==> config.mk <==
export PLATFORM = sky130hd
export DESIGN_NAME = disparity_search
export DESIGN_NICKNAME = d
export VERILOG_FILES = /design/src/rtl/disp_pkg.sv /design/src/rtl/search_ctrl_if.sv /design/src/rtl/search_fsm.sv /design/src/rtl/disp_counter.sv /design/src/rtl/window_shifter.sv /design/src/rtl/sad_unit.sv /design/src/rtl/best_match.sv /design/src/rtl/disparity_search.sv
export VERILOG_INCLUDE_DIRS = /design/src /design/src/rtl
export SDC_FILE = /design/constraint.sdc
export NUM_CORES = 1
export LEC_CHECK = 0
export ABC_AREA = 1
export BUFFER_PORTS_ARGS = -buffer_cell sky130_fd_sc_hd__buf_2
export CAP_MARGIN = 20
export CORE_MARGIN = 4
export CORE_UTILIZATION = 60
export CTS_CLUSTER_SIZE = 25
export DETAILED_ROUTE_END_ITERATION = 10
export PLACE_DENSITY = 0.84
export SLEW_MARGIN = 15
export SYNTH_ARGS = -nofsm -noshare
export SYNTH_HDL_FRONTEND = slang
export SYNTH_SLANG_ARGS = --single-unit
==> constraint.sdc <==
create_clock -name clk -period 16.1 [get_ports clk]
set_input_delay 0 -clock clk [delete_from_list [all_inputs] [get_ports clk]]
set_output_delay 0 -clock clk [all_outputs]
set_load 0.03 [all_outputs]
==> src/rtl/disp_consts.svh <==
// ----------------------------------------------------------
// Sizing constants for the disparity search engine
// Included by the package and by every RTL file that sizes
// ports or counters from them
// ----------------------------------------------------------
`ifndef DISP_CONSTS_SVH
`define DISP_CONSTS_SVH

// Window side, in pixels
`define DISP_WIN 3
`define DISP_PIX_W 8
// Number of disparities searched
`define DISP_MAX 8

// Right strip columns, WIN + MAX - 1
`define DISP_SPAN (`DISP_WIN + `DISP_MAX - 1)

// Holds WIN*WIN*255 without overflow
`define DISP_SAD_W 12
`define DISP_IDX_W 3
// Wide enough for both the preload count and the strip column
`define DISP_CNT_W 4

`endif

==> src/rtl/disp_pkg.sv <==
// ----------------------------------------------------------
// Shared types of the disparity search engine
// Pixel, SAD and disparity types plus the search FSM states
// ----------------------------------------------------------
`include "disp_consts.svh"

package disp_pkg;

    typedef logic [`DISP_PIX_W-1:0] pixel_t;

    typedef logic [`DISP_SAD_W-1:0] sad_t;

    typedef logic [`DISP_IDX_W-1:0] disp_t;

    // Search sequence, one state per phase
    typedef enum logic [2:0] {
        IDLE,
        PRELOAD,
        COMPUTE,
        COMPARE,
        DONE
    } search_state_t;

endpackage

==> src/rtl/search_ctrl_if.sv <==
// ----------------------------------------------------------
// Control and status bundle between the search FSM, the
// counters, the window shifter and the best-match registers
// ----------------------------------------------------------
`include "disp_consts.svh"

interface search_ctrl_if;
    import disp_pkg::*;

    // Enables from the FSM
    logic preload_en;
    logic slide_en;
    logic capture_l;
    logic clear_best;
    logic compare_en;

    // Counter status
    logic [`DISP_CNT_W-1:0] col_idx;
    disp_t disp_idx;
    logic preload_last;
    logic disp_last;

    // Match status
    logic zero_hit;

    modport fsm (
        output preload_en, slide_en, capture_l, clear_best, compare_en,
        input preload_last, disp_last, zero_hit
    );

    modport counter (
        input preload_en, slide_en, clear_best,
        output col_idx, disp_idx, preload_last, disp_last
    );

    modport window (input capture_l, preload_en, slide_en, col_idx);

    modport match (input clear_best, compare_en, disp_idx, output zero_hit);

endinterface

==> src/rtl/search_fsm.sv <==
// ----------------------------------------------------------
// Search sequencer: start, WIN preload cycles, then one
// COMPUTE and one COMPARE cycle per disparity until done
// ----------------------------------------------------------
module search_fsm (
    input logic clk,
    input logic rst,
    search_ctrl_if.fsm ctrl,
    input logic start,
    output logic done,
    output logic busy,
    output disp_pkg::search_state_t state
);
    import disp_pkg::*;

    search_state_t next_state;
    logic start_ok;

    // A start is honoured only when no search is running
    assign start_ok = start && (state == IDLE || state == DONE);

    assign ctrl.capture_l = start_ok;
    assign ctrl.clear_best = start_ok;
    assign ctrl.preload_en = (state == PRELOAD);
    assign ctrl.compare_en = (state == COMPARE);
    // Slide only when this compare continues the search
    assign ctrl.slide_en = ctrl.compare_en && !ctrl.disp_last && !ctrl.zero_hit;

    assign done = (state == DONE);
    assign busy = (state == PRELOAD || state == COMPUTE || state == COMPARE);

    always_ff @(posedge clk or posedge rst) begin
        if (rst) begin
            state <= IDLE;
        end else begin
            state <= next_state;
        end
    end

    always_comb begin
        next_state = state;
        case (state)
            IDLE, DONE: begin
                if (start) begin
                    next_state = PRELOAD;
                end
            end
            PRELOAD: begin
                if (ctrl.preload_last) begin
                    next_state = COMPUTE;
                end
            end
            // SAD settles here
            COMPUTE: next_state = COMPARE;
            COMPARE: begin
                if (ctrl.disp_last || ctrl.zero_hit) begin
                    next_state = DONE;
                end else begin
                    next_state = COMPUTE;
                end
            end
            default: next_state = IDLE;
        endcase
    end

    // Every compare follows a full settle cycle
    a_compare_after_compute: assert property (
        @(posedge clk) disable iff (rst)
        ctrl.compare_en |-> ($past(state) == COMPUTE)
    );

endmodule

==> src/rtl/disp_counter.sv <==
// ----------------------------------------------------------
// Strip column and disparity counters
// col_idx doubles as the preload count, then tracks the next
// strip column to slide in; both clear on a new start
// ----------------------------------------------------------
`include "disp_consts.svh"

module disp_counter (
    input logic clk,
    input logic rst,
    search_ctrl_if.counter ctrl
);
    import disp_pkg::*;

    localparam logic [`DISP_CNT_W-1:0] PRE_LAST = `DISP_CNT_W'(`DISP_WIN - 1);
    localparam disp_t DISP_END = disp_t'(`DISP_MAX - 1);

    // Final preload column is on the bus this cycle
    assign ctrl.preload_last = ctrl.preload_en && (ctrl.col_idx == PRE_LAST);
    assign ctrl.disp_last = (ctrl.disp_idx == DISP_END);

    always_ff @(posedge clk or posedge rst) begin
        if (rst) begin
            ctrl.col_idx <= '0;
            ctrl.disp_idx <= '0;
        end else if (ctrl.clear_best) begin
            ctrl.col_idx <= '0;
            ctrl.disp_idx <= '0;
        end else begin
            if (ctrl.preload_en || ctrl.slide_en) begin
                ctrl.col_idx <= ctrl.col_idx + 1'b1;
            end
            if (ctrl.slide_en) begin
                ctrl.disp_idx <= ctrl.disp_idx + 1'b1;
            end
        end
    end

    // Past preload the strip column runs WIN ahead of the disparity
    a_disp_tracks_col: assert property (
        @(posedge clk) disable iff (rst)
        (!ctrl.preload_en && ctrl.col_idx != '0)
            |-> (int'(ctrl.col_idx) == int'(ctrl.disp_idx) + `DISP_WIN)
    );

    // Any column fetched lies inside the strip
    a_col_in_strip: assert property (
        @(posedge clk) disable iff (rst)
        (ctrl.preload_en || ctrl.slide_en) |-> (ctrl.col_idx < `DISP_SPAN)
    );

endmodule

==> src/rtl/window_shifter.sv <==
// ----------------------------------------------------------
// Left window latch and right window shift register
// Each load shifts every right row one place left and
// appends strip column col_idx at the right edge
// ----------------------------------------------------------
`include "disp_consts.svh"

module window_shifter (
    input logic clk,
    input logic rst,
    search_ctrl_if.window ctrl,
    input disp_pkg::pixel_t win_l [`DISP_WIN][`DISP_WIN],
    input disp_pkg::pixel_t strip_r [`DISP_WIN][`DISP_SPAN],
    output disp_pkg::pixel_t win_l_q [`DISP_WIN][`DISP_WIN],
    output disp_pkg::pixel_t win_r_q [`DISP_WIN][`DISP_WIN]
);
    import disp_pkg::*;

    logic load_col;

    // Preload and slide both pull in one strip column
    assign load_col = ctrl.preload_en || ctrl.slide_en;

    always_ff @(posedge clk or posedge rst) begin
        if (rst) begin
            for (int r = 0; r < `DISP_WIN; r++) begin
                for (int c = 0; c < `DISP_WIN; c++) begin
                    win_l_q[r][c] <= '0;
                    win_r_q[r][c] <= '0;
                end
            end
        end else begin
            if (ctrl.capture_l) begin
                win_l_q <= win_l;
            end
            if (load_col) begin
                for (int r = 0; r < `DISP_WIN; r++) begin
                    for (int c = 0; c < `DISP_WIN - 1; c++) begin
                        win_r_q[r][c] <= win_r_q[r][c + 1];
                    end
                    // New column enters on the right
                    win_r_q[r][`DISP_WIN - 1] <= strip_r[r][ctrl.col_idx];
                end
            end
        end
    end

endmodule

==> src/rtl/sad_unit.sv <==
// ----------------------------------------------------------
// Sum of absolute differences over two WIN x WIN windows
// Purely combinational, settles within one COMPUTE cycle
// ----------------------------------------------------------
`include "disp_consts.svh"

module sad_unit (
    input disp_pkg::pixel_t win_l_q [`DISP_WIN][`DISP_WIN],
    input disp_pkg::pixel_t win_r_q [`DISP_WIN][`DISP_WIN],
    output disp_pkg::sad_t sad
);
    import disp_pkg::*;

    pixel_t diff [`DISP_WIN][`DISP_WIN];

    // Per-pixel absolute difference
    for (genvar r = 0; r < `DISP_WIN; r++) begin : g_row
        for (genvar c = 0; c < `DISP_WIN; c++) begin : g_col
            assign diff[r][c] = (win_l_q[r][c] >= win_r_q[r][c]) ?
                                (win_l_q[r][c] - win_r_q[r][c]) :
                                (win_r_q[r][c] - win_l_q[r][c]);
        end
    end

    always_comb begin
        sad = '0;
        for (int r = 0; r < `DISP_WIN; r++) begin
            for (int c = 0; c < `DISP_WIN; c++) begin
                sad = sad + sad_t'(diff[r][c]);
            end
        end
    end

endmodule

==> src/rtl/best_match.sv <==
// ----------------------------------------------------------
// Best SAD and disparity registers
// Strictly smaller SAD wins, so ties keep the lower disparity;
// values hold after done until the next start clears them
// ----------------------------------------------------------
module best_match (
    input logic clk,
    input logic rst,
    search_ctrl_if.match ctrl,
    input disp_pkg::sad_t sad,
    output disp_pkg::disp_t disp,
    output disp_pkg::sad_t best_sad
);
    import disp_pkg::*;

    logic better;

    // Exact match ends the search early
    assign ctrl.zero_hit = (sad == '0);
    assign better = (sad < best_sad);

    always_ff @(posedge clk or posedge rst) begin
        if (rst) begin
            best_sad <= '1;
            disp <= '0;
        end else if (ctrl.clear_best) begin
            best_sad <= '1;
            disp <= '0;
        end else if (ctrl.compare_en && better) begin
            best_sad <= sad;
            disp <= ctrl.disp_idx;
        end
    end

    // Clear comes from a start, which the FSM only takes outside COMPARE
    a_clear_not_compare: assert property (
        @(posedge clk) disable iff (rst)
        !(ctrl.clear_best && ctrl.compare_en)
    );

endmodule

==> src/rtl/disparity_search.sv <==
// ----------------------------------------------------------
// Top level of the per-pixel disparity search
// Pulse start with win_l and strip_r stable; result is valid
// while done is high and holds until the next start
// ----------------------------------------------------------
`include "disp_consts.svh"

module disparity_search (
    input logic clk,
    input logic rst,
    input logic start,
    input logic [`DISP_WIN*`DISP_WIN*`DISP_PIX_W-1:0] win_l,
    input logic [`DISP_WIN*`DISP_SPAN*`DISP_PIX_W-1:0] strip_r,
    output logic done,
    output logic busy,
    output disp_pkg::disp_t disp,
    output disp_pkg::sad_t best_sad
);
    import disp_pkg::*;

    pixel_t win_l_a [`DISP_WIN][`DISP_WIN];
    pixel_t strip_a [`DISP_WIN][`DISP_SPAN];
    pixel_t win_l_q [`DISP_WIN][`DISP_WIN];
    pixel_t win_r_q [`DISP_WIN][`DISP_WIN];
    sad_t sad;
    search_state_t fsm_state;

    search_ctrl_if ctrl ();

    // Flat buses are row major, pixel (r, c) at r*cols + c
    for (genvar r = 0; r < `DISP_WIN; r++) begin : g_row
        for (genvar c = 0; c < `DISP_WIN; c++) begin : g_win
            assign win_l_a[r][c] = win_l[`DISP_PIX_W*(r*`DISP_WIN + c) +: `DISP_PIX_W];
        end
        for (genvar c = 0; c < `DISP_SPAN; c++) begin : g_strip
            assign strip_a[r][c] = strip_r[`DISP_PIX_W*(r*`DISP_SPAN + c) +: `DISP_PIX_W];
        end
    end

    search_fsm u_fsm (
        .clk(clk),
        .rst(rst),
        .ctrl(ctrl.fsm),
        .start(start),
        .done(done),
        .busy(busy),
        .state(fsm_state)
    );

    disp_counter u_counter (
        .clk(clk),
        .rst(rst),
        .ctrl(ctrl.counter)
    );

    window_shifter u_window (
        .clk(clk),
        .rst(rst),
        .ctrl(ctrl.window),
        .win_l(win_l_a),
        .strip_r(strip_a),
        .win_l_q(win_l_q),
        .win_r_q(win_r_q)
    );

    sad_unit u_sad (
        .win_l_q(win_l_q),
        .win_r_q(win_r_q),
        .sad(sad)
    );

    best_match u_best (
        .clk(clk),
        .rst(rst),
        .ctrl(ctrl.match),
        .sad(sad),
        .disp(disp),
        .best_sad(best_sad)
    );

    // Start must have cleared the best registers before any compare
    a_preload_cleared: assert property (
        @(posedge clk) disable iff (rst)
        (fsm_state == PRELOAD) |-> (best_sad == '1)
    );

endmodule

==> key figures <==
Drt
  – DRT Pass-1 Iters: 5
  – Final wirelength: around 58,000 microns
  – Remaining DRCs: 0
  – Post-route ant nets: 0
  – DR vias/cell: 5.66
  – Via count: ~17,000
  – DRT iter0 DRCs: 1,369
  – Routed length per placed instance: ~19 microns

Critical path
  – CP endpoint kind: register
  – Slowest-stage cell, CP: fa_1
  – CP most frequent cell: nand2_1
  – Crit Path Max Fanout: 24
  – Max incr delay on CP: 0.55 ns
  – CP startpoint kind: register
  – Crit Path Class: reg2reg
  – Worst EP required: between 15 and 20 ns
  – Critical Path AT: 8.94 ns
  – Worst R2R Path Depth: between 40 and 50

Global routing
  – Largest net degree at the start of global routing: around 150
  – Initial antenna violation count: 3
  – Remaining Overflow, GRT: 0
  – First-pass GRT wire length: about 90,000 microns
  – Vias in the first global route: between 15,000 and 20,000
  – GRT Util Overall: 0.372

Floorplan
  – Top Ports: around 330
  – Core region area: between 20,000 and 30,000 sq um
  – DIE AREA: between 30,000 and 40,000 sq um
  – Die Height: between 150 and 200 microns
  – Chip width: ~180 microns
  – Initial core utilization: 0.607
  – Site row count: between 60 and 70

Cells and area
  – Area grow syn2layout: 19.2%
  – Layout cell share with drive strength beyond 1: 0.174
  – Nets: 3,212
  – Fin cells: 3,054

Status
  – Run status: finished, final reports clean

Clock network
  – CTS hold repair buffers: between 80 and 90
  – Htree depth: 4
  – Clock Path Buffers: 2
  – Resize count post-CTS: 0
  – Post-CTS Setup Bufs: 0
  – Cts bufs inserted: 17
  – CTS sink cnt: 169
  – CTS tree: done
  – Root buf cell: clkbuf_16
  – Clock-pin transition on the worst setup and hold timing paths: approximately 0.08 ns
  – Clk_lat worst skew: about 0.44 ns

Timing
  – Peak Freq: between 100 and 150 MHz
  – RSZ-0062 raised after global routing: false
  – Setup_tns: 0 ns
  – Setup violators final: 0
  – Max-slew headroom: 0.257
  – Post-layout min period: about 8.6 ns
  – Slew Limit Fails: 0
  – Worst-margin pin slew: 1.12 ns
  – Hold Vio Cnt, Final: 0
  – Clock Skew: about 0.018 ns
  – Final period utilization: 0.534

Synthesis
  – Async SR Flop Fraction: 1.00
  – Cell Area, Synth: around 17,000 sq um
  – Post-synth cell types: 42
  – Yosys reg bits: around 170
  – Cell taking the most area after synthesis: dfrtp_1
  – Post-synth top area share: 0.233
  – Mapped Cells: between 2,000 and 2,500
  – Top FF cell, synth: dfrtp_1
  – Register area share after synthesis: 0.252
  – Area contributors post-synth: dfrtp_1, ha_1, nand2_1
  – Mean area per synthesized cell: between 7 and 8 sq um
  – Number of flops mapped to enable cells by yosys: 0
  – Synth warnings: 0
  – Synth Net Count: 2,854

Worst hold path
  – Hold depth: 7
  – HP Class: in2reg

Placed design
  – Detailed Place HPWL: roughly 45,000 microns
  – # port buffers: between 300 and 400
  – Placed Instances: between 2,000 and 3,000
  – Gpl congestion: roughly 1

Flow run
  – Max Cap Violations: 0
==> cell families after synthesis <==
group,count (synthesis),share of synthesized area
buffers and inverters,426,0.102
xor gates and xnor gates,89,0.0462
muxes,11,0.00682
and+or+nand+nor,817,0.194
adders and majority gates,237,0.205
DFF,169,0.252
AOI/OAI and AO/OA,553,0.195
==> cell usage after synthesis, types with 4 or more instances <==
cell type	instances
o21ai_1	16
a21oi_1	113
o221ai_1	15
o211ai_1	28
buf_6	14
dfstp_2	12
nand4_1	25
nand3_1	67
dfrtp_1	157
o21ai_0	243
o21a_1	6
xnor2_1	17
o21ai_2	55
nor2_1	140
xor2_1	72
inv_1	339
o2111ai_2	6
nand2_2	4
mux2_2	4
o22ai_1	49
mux2i_1	7
fa_1	66
buf_2	7
clkbuf_1	63
a21o_1	11
nand2_1	570
ha_1	171
==> metal layers <==
metal	vias to the layer above	wire length, microns	GRT usage
met5	-	0	0
met4	0	3320	0.196
met3	167	3580	0.0458
met2	739	27700	0.629
met1	8202	23100	0.468
li1	8187	-	-
==> registers in the layout, summed over array words and instances (netlist names) <==
signal and count:
u_window.win_l_q 72, u_window.win_r_q 72, u_best.best_sad 12, u_counter.ctrl.col_idx 4, u_best.disp 3, u_counter.ctrl.disp_idx 3, u_fsm.state 3
==> final cells by class <==
| class | instances | area (sq um) |
|---|---|---|
| fillers | 2370 | 7670 |
| clock buffers | 19 | 433 |
| multi-input cells | 1707 | 10900 |
| diodes | 3 | 7.51 |
| repair buffers | 424 | 2560 |
| clock inverters | 13 | 161 |
| flip-flops and latches | 169 | 4250 |
| well taps | 378 | 473 |
| inverters | 341 | 1290 |
==> cell usage in the layout (no fill, tap or decap), drive strengths merged, types with 4 or more instances in the layout <==
master,n
inv,344
mux2i,7
nor2,141
o21a,6
o221ai,15
nand3,67
buf,341
o211ai,28
nand4,25
clkbuf,19
fa,66
o22ai,49
a21oi,113
nand2,576
o21ai,314
dlygate4sd3,83
xnor2,17
o2111ai,6
dfrtp,157
ha,171
xor2,72
a21o,11
clkinv,6
dfstp,12
mux2,4
==> final timing paths <==
| check | startpoint | endpoint | slack, ns |
|---|---|---|---|
| min in group asynchronous | rst | u_window.win_l_q[19] | 0.14 |
| hold reg to reg | u_window.win_l_q[63] | u_window.win_l_q[63] | 0.48 |
| max in group asynchronous | rst | u_counter.ctrl.col_idx[0] | 14.66 |
| setup / recovery | u_window.win_l_q[64] | u_best.best_sad[10] | 7.51 |
| hold / removal | strip_r[66] | u_window.win_r_q[50] | 0.01 |
| setup reg to reg | u_window.win_l_q[64] | u_best.best_sad[10] | 7.51 |
==> metrics by stage <==
step / utilization / hold slack, ns / area (sq um) / setup slack [ns]
finish: 0.724 / 0.0127 / 20100 / 7.51
global route: 0.724 / 0.0327 / 20100 / 6.74
CTS: 0.724 / 0.00335 / 20100 / 7.65
detailed placement: 0.672 / 0.0722 / 18700 / 7.70
global placement: 0.672 / 0.0602 / 18700 / 8.04
floorplan: - / 0.117 / 16900 / 8.65
==> critical path, delay by kind of cell, from the launching register on <==
| kind | cells | cell delay, ns |
|---|---|---|
| adders and majority gates | 9 | 3.70 |
| and+or+nand+nor | 19 | 2.36 |
| AOI/OAI and AO/OA | 10 | 1.38 |
| buffers and inverters | 8 | 0.67 |
| DFF | 1 | 0.39 |
Power is not shown: default switching activity piles up to over one toggle a cycle in this logic, so the estimate is an artifact.
